[config.mk]
export PLATFORM = sky130hd
export DESIGN_NAME = write_guard_top
export DESIGN_NICKNAME = d
export VERILOG_FILES = /design/src/verilog/guard_cfg_pkg.sv /design/src/verilog/guard_types_pkg.sv /design/src/verilog/txn_tbl_if.sv /design/src/verilog/guard_prescaler.sv /design/src/verilog/id_match_unit.sv /design/src/verilog/txn_table.sv /design/src/verilog/write_guard_ctrl.sv /design/src/verilog/write_guard_top.sv
export SDC_FILE = /design/constraint.sdc
export NUM_CORES = 1
export LEC_CHECK = 0
export BUFFER_PORTS_ARGS = -buffer_cell sky130_fd_sc_hd__clkbuf_2
export CORE_UTILIZATION = 60
export DETAILED_ROUTE_END_ITERATION = 12
export PLACE_DENSITY = 0.91
export SLEW_MARGIN = 30
export SYNTH_ARGS = -nofsm -noshare
export SYNTH_HDL_FRONTEND = slang
export SYNTH_HIERARCHICAL = 1
export SYNTH_SLANG_ARGS = --single-unit
export TNS_END_PERCENT = 50
[constraint.sdc]
create_clock -name clk_i -period 7.19 [get_ports clk_i]
set_clock_uncertainty 0.2 [all_clocks]
set_input_delay 1.438 -clock clk_i [delete_from_list [all_inputs] [get_ports clk_i]]
set_output_delay 1.438 -clock clk_i [all_outputs]
set_load 0.01 [all_outputs]
[src/verilog/guard_cfg_pkg.sv]
// Write guard configuration package
// Bus field widths and default sizing of the transaction table

`default_nettype none

package guard_cfg_pkg;

  // Bus field widths
  localparam int unsigned IdWidth     = 4;
  localparam int unsigned LenWidth    = 8;
  localparam int unsigned BudgetWidth = 3;

  // Default table depth
  localparam int unsigned DefaultMaxWrTxns = 4;

  // Cycles per age tick, power of two
  localparam int unsigned DefaultPrescalerDiv = 2;

  // Age counter width, must hold the largest limit
  localparam int unsigned DefaultCntWidth = 6;

endpackage

`default_nettype wire

[src/verilog/guard_types_pkg.sv]
// Write guard type package
// Bus field types, controller state enum and table opcode enum

`default_nettype none

package guard_types_pkg;

  // Bus fields
  typedef logic [guard_cfg_pkg::IdWidth-1:0]     id_t;
  typedef logic [guard_cfg_pkg::LenWidth-1:0]    len_t;
  typedef logic [guard_cfg_pkg::BudgetWidth-1:0] budget_t;

  // Controller states
  typedef enum logic [1:0] {
    GUARD_IDLE  = 2'd0,
    GUARD_TRACK = 2'd1,
    GUARD_RESET = 2'd2
  } guard_state_e;

  // Commands from the controller to the transaction table
  typedef enum logic [1:0] {
    TBL_NOP    = 2'd0,
    TBL_ALLOC  = 2'd1,
    TBL_RETIRE = 2'd2,
    TBL_FLUSH  = 2'd3
  } tbl_op_e;

endpackage

`default_nettype wire

[src/verilog/txn_tbl_if.sv]
// Controller to transaction table interface
// Command side (ctrl) and status side (tbl) modports

`timescale 1ns/1ps
`default_nettype none

interface txn_tbl_if #(
  parameter int unsigned MaxWrTxns = guard_cfg_pkg::DefaultMaxWrTxns,
  parameter int unsigned CntWidth  = guard_cfg_pkg::DefaultCntWidth
);

  localparam int unsigned CountWidth = $clog2(MaxWrTxns + 1);

  // Command, one per cycle at most
  guard_types_pkg::tbl_op_e op;
  guard_types_pkg::id_t     alloc_id;
  logic [CntWidth-1:0]      alloc_limit;
  guard_types_pkg::id_t     retire_id;

  // Status
  logic                     hit;
  logic                     full;
  logic                     timeout;
  logic [CountWidth-1:0]    count;   // Registered number of valid entries

  modport ctrl (
    output op,
    output alloc_id,
    output alloc_limit,
    output retire_id,
    input  hit,
    input  full,
    input  timeout,
    input  count
  );

  modport tbl (
    input  op,
    input  alloc_id,
    input  alloc_limit,
    input  retire_id,
    output hit,
    output full,
    output timeout,
    output count
  );

endinterface

`default_nettype wire

[src/verilog/guard_prescaler.sv]
// Age tick prescaler
// One-cycle tick every PrescalerDiv clock cycles

`timescale 1ns/1ps
`default_nettype none

module guard_prescaler #(
  parameter int unsigned PrescalerDiv = guard_cfg_pkg::DefaultPrescalerDiv
) (
  input  logic clk_i,
  input  logic rst_n_i,
  output logic tick_o
);

  // One bit minimum so a divide by one still has a counter
  localparam int unsigned DivWidth = (PrescalerDiv > 1) ? $clog2(PrescalerDiv) : 1;
  localparam logic [DivWidth-1:0] LastCnt = DivWidth'(PrescalerDiv - 1);

  logic [DivWidth-1:0] div_cnt_q;

  always_ff @(posedge clk_i) begin
    if (!rst_n_i) begin
      div_cnt_q <= '0;
    end else if (div_cnt_q == LastCnt) begin
      div_cnt_q <= '0;
    end else begin
      div_cnt_q <= div_cnt_q + 1'b1;
    end
  end

  // Stays high when the counter never leaves zero
  assign tick_o = (div_cnt_q == LastCnt);

endmodule

`default_nettype wire

[src/verilog/id_match_unit.sv]
// Transaction table lookup
// ID match with one-hot to binary encode, lowest free entry search, full flag

`timescale 1ns/1ps
`default_nettype none

module id_match_unit #(
  parameter int unsigned MaxWrTxns = guard_cfg_pkg::DefaultMaxWrTxns,
  localparam int unsigned IdxWidth = (MaxWrTxns > 1) ? $clog2(MaxWrTxns) : 1
) (
  input  guard_types_pkg::id_t [MaxWrTxns-1:0] entry_id_i,
  input  logic [MaxWrTxns-1:0]                 entry_valid_i,
  input  guard_types_pkg::id_t                 match_id_i,
  output logic                                 hit_o,
  output logic [IdxWidth-1:0]                  match_idx_o,
  output logic [IdxWidth-1:0]                  free_idx_o,
  output logic                                 full_o
);

  logic [MaxWrTxns-1:0] hit_vec;

  // Per-entry compare, only valid entries count
  always_comb begin
    for (int unsigned i = 0; i < MaxWrTxns; i++) begin
      hit_vec[i] = entry_valid_i[i] && (entry_id_i[i] == match_id_i);
    end
  end

  // At most one hit since IDs are unique in the table
  always_comb begin
    match_idx_o = '0;
    for (int unsigned i = 0; i < MaxWrTxns; i++) begin
      if (hit_vec[i]) begin
        match_idx_o = match_idx_o | IdxWidth'(i);
      end
    end
  end

  // Walk downwards so the lowest free entry wins
  always_comb begin
    free_idx_o = '0;
    for (int i = MaxWrTxns - 1; i >= 0; i--) begin
      if (!entry_valid_i[i]) begin
        free_idx_o = IdxWidth'(i);
      end
    end
  end

  assign hit_o  = |hit_vec;
  assign full_o = &entry_valid_i;

endmodule

`default_nettype wire

[src/verilog/txn_table.sv]
// Outstanding write transaction table
// Entry registers, age counters, alloc/retire/flush, timeout and count

`timescale 1ns/1ps
`default_nettype none

module txn_table #(
  parameter int unsigned MaxWrTxns = guard_cfg_pkg::DefaultMaxWrTxns,
  parameter int unsigned CntWidth  = guard_cfg_pkg::DefaultCntWidth
) (
  input logic    clk_i,
  input logic    rst_n_i,
  input logic    tick_i,
  txn_tbl_if.tbl tbl
);

  localparam int unsigned IdxWidth   = (MaxWrTxns > 1) ? $clog2(MaxWrTxns) : 1;
  localparam int unsigned CountWidth = $clog2(MaxWrTxns + 1);

  typedef logic [CntWidth-1:0] age_t;

  // Entry state
  logic [MaxWrTxns-1:0]                 valid_q;
  guard_types_pkg::id_t [MaxWrTxns-1:0] id_q;
  age_t                                 limit_q [MaxWrTxns];
  age_t                                 age_q   [MaxWrTxns];

  logic [MaxWrTxns-1:0]  limit_hit;
  logic [IdxWidth-1:0]   match_idx;
  logic [IdxWidth-1:0]   free_idx;
  logic [CountWidth-1:0] valid_cnt;
  logic [CountWidth-1:0] count_q;
  logic                  alloc_en;
  logic                  retire_en;
  logic                  flush_en;

  id_match_unit #(
    .MaxWrTxns ( MaxWrTxns )
  ) i_id_match (
    .entry_id_i    ( id_q          ),
    .entry_valid_i ( valid_q       ),
    .match_id_i    ( tbl.retire_id ),
    .hit_o         ( tbl.hit       ),
    .match_idx_o   ( match_idx     ),
    .free_idx_o    ( free_idx      ),
    .full_o        ( tbl.full      )
  );

  assign alloc_en  = (tbl.op == guard_types_pkg::TBL_ALLOC);
  assign retire_en = (tbl.op == guard_types_pkg::TBL_RETIRE);
  assign flush_en  = (tbl.op == guard_types_pkg::TBL_FLUSH);

  // Valid bits, controller never sends two ops at once
  always_ff @(posedge clk_i) begin
    if (!rst_n_i) begin
      valid_q <= '0;
    end else if (flush_en) begin
      valid_q <= '0;
    end else if (alloc_en) begin
      valid_q[free_idx] <= 1'b1;
    end else if (retire_en) begin
      valid_q[match_idx] <= 1'b0;
    end
  end

  // Entry payload and ageing
  always_ff @(posedge clk_i) begin
    for (int unsigned i = 0; i < MaxWrTxns; i++) begin
      if (alloc_en && (free_idx == IdxWidth'(i))) begin
        id_q[i]    <= tbl.alloc_id;
        limit_q[i] <= tbl.alloc_limit;
        age_q[i]   <= '0;
      end else if (tick_i && valid_q[i] && !limit_hit[i]) begin
        age_q[i] <= age_q[i] + 1'b1;   // saturates at the limit
      end
    end
  end

  always_comb begin
    for (int unsigned i = 0; i < MaxWrTxns; i++) begin
      limit_hit[i] = valid_q[i] && (age_q[i] == limit_q[i]);
    end
  end

  assign tbl.timeout = |limit_hit;

  // Population count of valid entries
  always_comb begin
    valid_cnt = '0;
    for (int unsigned i = 0; i < MaxWrTxns; i++) begin
      valid_cnt = valid_cnt + CountWidth'(valid_q[i]);
    end
  end

  always_ff @(posedge clk_i) begin
    if (!rst_n_i) begin
      count_q <= '0;
    end else begin
      count_q <= valid_cnt;
    end
  end

  assign tbl.count = count_q;

endmodule

`default_nettype wire

[src/verilog/write_guard_ctrl.sv]
// Write guard controller
// FSM, handshake to table op decode, deferred AW, budget limit, reset and irq

`timescale 1ns/1ps
`default_nettype none

module write_guard_ctrl #(
  parameter int unsigned PrescalerDiv = guard_cfg_pkg::DefaultPrescalerDiv
) (
  input  logic                              clk_i,
  input  logic                              rst_n_i,
  input  logic                              wr_en_i,
  input  logic                              aw_valid_i,
  input  logic                              aw_ready_i,
  input  guard_types_pkg::id_t              aw_id_i,
  input  guard_types_pkg::len_t             aw_len_i,
  input  logic                              b_valid_i,
  input  logic                              b_ready_i,
  input  guard_types_pkg::id_t              b_id_i,
  input  guard_types_pkg::budget_t          budget_i,
  input  logic                              reset_clear_i,
  output logic                              reset_req_o,
  output logic                              irq_o,
  txn_tbl_if.ctrl                           tbl
);

  localparam int unsigned LimitWidth = tbl.CntWidth;
  localparam int unsigned PreShift   = $clog2(PrescalerDiv);

  typedef logic [LimitWidth-1:0] limit_t;

  guard_types_pkg::guard_state_e state_q;
  guard_types_pkg::guard_state_e state_d;

  logic                              aw_acc;
  logic                              b_acc;
  logic                              do_retire;
  logic                              active;
  logic [guard_cfg_pkg::LenWidth:0]  beats;
  limit_t                            aw_limit;

  // Deferred AW, one deep
  logic                              hold_valid_q;
  guard_types_pkg::id_t              hold_id_q;
  limit_t                            hold_limit_q;

  logic                              irq_q;

  assign aw_acc    = aw_valid_i && aw_ready_i && wr_en_i;
  assign b_acc     = b_valid_i && b_ready_i;
  assign active    = (state_q != guard_types_pkg::GUARD_RESET);
  assign do_retire = b_acc && tbl.hit;

  // Budget base plus prescaled beat count plus one tick of slack
  assign beats    = {1'b0, aw_len_i} + 1'b1;
  assign aw_limit = LimitWidth'(budget_i) + LimitWidth'(beats >> PreShift) + 1'b1;

  assign tbl.retire_id = b_id_i;

  // Op decode, priority flush > retire > new AW > held AW
  always_comb begin
    tbl.op          = guard_types_pkg::TBL_NOP;
    tbl.alloc_id    = aw_id_i;
    tbl.alloc_limit = aw_limit;
    if (!aw_acc) begin
      tbl.alloc_id    = hold_id_q;
      tbl.alloc_limit = hold_limit_q;
    end
    if (active) begin
      if (tbl.timeout) begin
        tbl.op = guard_types_pkg::TBL_FLUSH;
      end else if (do_retire) begin
        tbl.op = guard_types_pkg::TBL_RETIRE;
      end else if (aw_acc) begin
        if (!tbl.full) begin
          tbl.op = guard_types_pkg::TBL_ALLOC;
        end
      end else if (hold_valid_q && !b_acc && !tbl.full) begin
        tbl.op = guard_types_pkg::TBL_ALLOC;
      end
    end
  end

  // AW that collides with a retire waits one cycle
  always_ff @(posedge clk_i) begin
    if (!rst_n_i) begin
      hold_valid_q <= 1'b0;
    end else begin
      hold_valid_q <= active && !tbl.timeout && do_retire && aw_acc;
    end
  end

  always_ff @(posedge clk_i) begin
    if (aw_acc) begin
      hold_id_q    <= aw_id_i;
      hold_limit_q <= aw_limit;
    end
  end

  // State follows the registered table count
  always_comb begin
    state_d = state_q;
    case (state_q)
      guard_types_pkg::GUARD_IDLE: begin
        if (tbl.timeout) begin
          state_d = guard_types_pkg::GUARD_RESET;
        end else if (tbl.count != '0) begin
          state_d = guard_types_pkg::GUARD_TRACK;
        end
      end
      guard_types_pkg::GUARD_TRACK: begin
        if (tbl.timeout) begin
          state_d = guard_types_pkg::GUARD_RESET;
        end else if (tbl.count == '0) begin
          state_d = guard_types_pkg::GUARD_IDLE;
        end
      end
      guard_types_pkg::GUARD_RESET: begin
        if (reset_clear_i) begin
          state_d = guard_types_pkg::GUARD_IDLE;
        end
      end
      default: state_d = guard_types_pkg::GUARD_IDLE;
    endcase
  end

  always_ff @(posedge clk_i) begin
    if (!rst_n_i) begin
      state_q <= guard_types_pkg::GUARD_IDLE;
      irq_q   <= 1'b0;
    end else begin
      state_q <= state_d;
      irq_q   <= active && tbl.timeout;
    end
  end

  // Request held for as long as the FSM sits in reset
  assign reset_req_o = (state_q == guard_types_pkg::GUARD_RESET);
  assign irq_o       = irq_q;

endmodule

`default_nettype wire

[src/verilog/write_guard_top.sv]
// Write guard top level
// Prescaler, transaction table and controller joined by txn_tbl_if

`timescale 1ns/1ps
`default_nettype none

module write_guard_top #(
  parameter int unsigned MaxWrTxns    = guard_cfg_pkg::DefaultMaxWrTxns,
  parameter int unsigned PrescalerDiv = guard_cfg_pkg::DefaultPrescalerDiv,
  parameter int unsigned CntWidth     = guard_cfg_pkg::DefaultCntWidth
) (
  input  logic                               clk_i,
  input  logic                               rst_n_i,
  input  logic                               wr_en_i,
  input  logic                               aw_valid_i,
  input  logic                               aw_ready_i,
  input  guard_types_pkg::id_t               aw_id_i,
  input  guard_types_pkg::len_t              aw_len_i,
  input  logic                               b_valid_i,
  input  logic                               b_ready_i,
  input  guard_types_pkg::id_t               b_id_i,
  input  guard_types_pkg::budget_t           budget_i,
  input  logic                               reset_clear_i,
  output logic                               reset_req_o,
  output logic                               irq_o,
  output logic [$clog2(MaxWrTxns + 1)-1:0]   txn_count_o
);

  logic tick;

  txn_tbl_if #(
    .MaxWrTxns ( MaxWrTxns ),
    .CntWidth  ( CntWidth  )
  ) tbl_if ();

  guard_prescaler #(
    .PrescalerDiv ( PrescalerDiv )
  ) i_prescaler (
    .clk_i   ( clk_i   ),
    .rst_n_i ( rst_n_i ),
    .tick_o  ( tick    )
  );

  txn_table #(
    .MaxWrTxns ( MaxWrTxns ),
    .CntWidth  ( CntWidth  )
  ) i_txn_table (
    .clk_i   ( clk_i      ),
    .rst_n_i ( rst_n_i    ),
    .tick_i  ( tick       ),
    .tbl     ( tbl_if.tbl )
  );

  write_guard_ctrl #(
    .PrescalerDiv ( PrescalerDiv )
  ) i_ctrl (
    .clk_i         ( clk_i         ),
    .rst_n_i       ( rst_n_i       ),
    .wr_en_i       ( wr_en_i       ),
    .aw_valid_i    ( aw_valid_i    ),
    .aw_ready_i    ( aw_ready_i    ),
    .aw_id_i       ( aw_id_i       ),
    .aw_len_i      ( aw_len_i      ),
    .b_valid_i     ( b_valid_i     ),
    .b_ready_i     ( b_ready_i     ),
    .b_id_i        ( b_id_i        ),
    .budget_i      ( budget_i      ),
    .reset_clear_i ( reset_clear_i ),
    .reset_req_o   ( reset_req_o   ),
    .irq_o         ( irq_o         ),
    .tbl           ( tbl_if.ctrl   )
  );

  assign txn_count_o = tbl_if.count;

endmodule

`default_nettype wire
==> flow_summary.yaml <==
sta:
  holdWs_ps: 257
  rsz0062_at_grt: "false"
  fmax_mhz: 232
  maxSlewHeadroom_pct: 41.8
  finalCritPeriodShare_pct: 60.1
  slew_viol_final: 0
  setup_viol: 0
  min_period_ps: 4320
  setup_tns_ps: 0
  worst_pin_slew_ps: 864
  hold_viol: 0
route:
  met1_length_mm: 2.90
  met3_length_um: 540
  antenna_left: 0
  drc: 0
  dr_wl_met2_mm: 3.60
  vias_per_cell: 5.70
  wl_mm: 7.13
  wl_per_cell_um: 15.4
  num_vias: 2647
  drt_iter0_drc: 151
  dr.pass1.iters: 5
  highest_layer: "met4"
yosys:
  yosysTopAreaCell: "edfxtp_1"
  yosys.area_share.simple_pct: 14.5
  synth_top_family_by_area: "simple AND/OR/NAND/NOR gates"
  netlist_area_um2: 4130
  syn_inst: 346
  synth-adder-area-share_pct: 4.91
  synth_xor_area_share_pct: 12.7
  syn_nets: 388
  ys_types: 49
  syn_area_per_cell_um2: 11.9
  synth.most_common_cell: "edfxtp_1"
  synth_compound_area_share_pct: 6.28
  async_reset_ff_share_pct: 0
  synth_seq_area_share_pct: 57.2
  synth_top_area_share_pct: 46.6
  netlist_top_cells_count: "edfxtp_1, xnor2_1, nor2_1"
  synth_area_leaders: "edfxtp_1, dfxtp_1, xnor2_1, ha_1, xor2_1"
  ys_warn_count: 6
  synthMuxAreaShare_pct: 1.36
  synth_edf_count: 64
  synth_ff_type: "edfxtp_1"
  ys_ff_latch: 86
clock_network:
  cts.clk_slew.worst_paths_ps: 90
  clk_latency_ps: 360
  clock_sinks: 86
  numCtsBuffers: 9
  tritoncts: "built"
  cts_buffer_depth: 2
  ctsResizeCount: 0
  ctsHoldBuffers: 0
  cts_root_buf: "clkbuf_8"
  htree_levels: 3
  postCtsSetupRepairBufs: 0
power_and_ir_drop:
  p_sw_share_pct: 23.0
  clkPwrFrac_pct: 34.1
  powerDensity_nw_per_um2: 216
  seqPwrFrac_pct: 58.1
  power_leakage_nw: 1.71
  pwr-share-comb_pct: 7.8
  p_sw_w: 0.000225
  max-vdd-ir-drop_uv: 196
  internal-power_w: 0.000754
cells_and_area:
  final_nets: 424
  num_antenna_cells: 0
  area_growth_pct: 9.95
  drive_above_1_share_pct: 16.3
min_path:
  hold_start: "i_ctrl/state_q[1]"
  hp-class: "register to register"
critical_path:
  r2r_start: "i_txn_table/valid_q[1]"
  critical_path_class: "input pin to register"
  worstSetupEndpoint: "i_txn_table/age_q[2][2]"
  cp-start-kind: "input pin"
  r2r-end: "i_txn_table/age_q[2][2]"
  path_max_fanout: 11
  arrival_ps: 4320
  startpoint: "b_id_i[1]"
  r2r_slack_ps: 3690
  cp-end-kind: "register"
  rr_worst_depth: 14
  required_ps: 7200
global_routing:
  grt_usage_pct: 22.0
  grt_pass1_vias: 2544
  grt_pass1_wl_mm: 11.8
  antenna_found_initial: 0
  grt_overflow: 0
  grt_max_degree: 18
placed_design:
  hpwlAfterDp_mm: 5.36
  port_buffers: 30
  gp_routability_congestion: 0.813
run:
  drv_cap: 0
floorplanning:
  dieHeight_um: 84.9
  num_rows: 29
  start_util_pct: 63.5
  die_x_um: 84.9
  io_pins: 32
  coreArea_um2: 6490
  dieArea_um2: 7210
status:
  status: "complete, no violations"
kinds of logic after synthesis:
group	count (synthesis)
buffers and inverters	29
XOR/XNOR	58
flip-flops	86
AO/OA/AOI/OAI	34
multiplexers	5
AND/OR/NAND/NOR	119
adder cells (fa/ha/maj)	15
worst max-delay path: stages:
cell	delay, ps
clkbuf_2	130
nand2b_1	130
o2111ai_1	140
or4_4	570
nand4_2	90
nand3_1	130
nor2b_1	160
a21oi_1	140
o21ai_0	80
and2_1	180
ha_1	270
nand3b_1	160
inv_1	220
nor2_1	200
o31ai_2	140
nor2_1	130
metal layers:
| layer | vias to the layer above | track usage (%) |
|---|---|---|
| li1 | 1284 | - |
| met3 | 13 | 6.71 |
| met4 | 0 | 8.32 |
| met1 | 1244 | 26.6 |
| met5 | - | 0 |
| met2 | 106 | 37.3 |
power by group through the flow:
stage	clock network [W]	registers [W]	logic (W)
after floorplan	0	0.000577	0.0000502
after global placement	0	0.000578	0.0000717
after detailed placement	0	0.000580	0.0000761
after CTS	0.000341	0.000569	0.0000768
after global routing	0.000361	0.000570	0.0000849
final	0.000334	0.000569	0.0000766
worst min path at each step:
stage                                   end  cells past startpoint
after detailed placement  i_ctrl/state_q[0]                      1
after floorplan           i_ctrl/state_q[0]                      1
after global routing      i_ctrl/state_q[0]                      1
after global placement    i_ctrl/state_q[0]                      1
after CTS                 i_ctrl/state_q[0]                      1
final                     i_ctrl/state_q[0]                      1
state kept, by name, indices dropped and copies added (netlist names):
signal	flops
i_txn_table/id_q	16
i_txn_table/valid_q	4
i_ctrl/hold_id_q	4
i_ctrl/irq_o	1
i_txn_table/age_q	24
i_ctrl/state_q	2
i_ctrl/hold_valid_q	1
i_ctrl/hold_limit_q	6
i_prescaler/tick_o	1
i_txn_table/tbl.count	3
i_txn_table/limit_q	24
metrics by stage:
| stage | utilization (%) | setup slack, ps | area (um^2) | total power (W) | instances |
|---|---|---|---|---|---|
| floorplan | - | 3030 | 4130 | 0.000627 | 346 |
| global placement | 66.8 | 2710 | 4340 | 0.000650 | 448 |
| detailed placement | 66.8 | 2580 | 4340 | 0.000656 | 448 |
| CTS | 69.9 | 2920 | 4540 | 0.000986 | 464 |
| global route | 69.9 | 2640 | 4540 | 0.00102 | 464 |
| finish | 69.9 | 2870 | 4540 | 0.000979 | 464 |
layout by cell type, fill, tap and decap left out, types with 13 or more instances in the layout:
master and instances:
dfxtp_1 22, nor2_1 38, inv_1 24, nand2_1 23, ha_1 13, edfxtp_1 64
xor2_1 17, nand3_1 16, xnor2_1 39, clkbuf_2 30
area by class of cell:
type                            instances  area (um^2)
Inverter                               24         90.1
Timing Repair Buffer                   30          150
Multi-Input combinational cell        231         1640
Tap cell                               77         96.3
Clock buffer                           10          128
Fill cell                             452         1960
Sequential cell                        86         2360
Clock inverter                          6         70.1
Note: power is estimated with default switching activity, not from simulation.
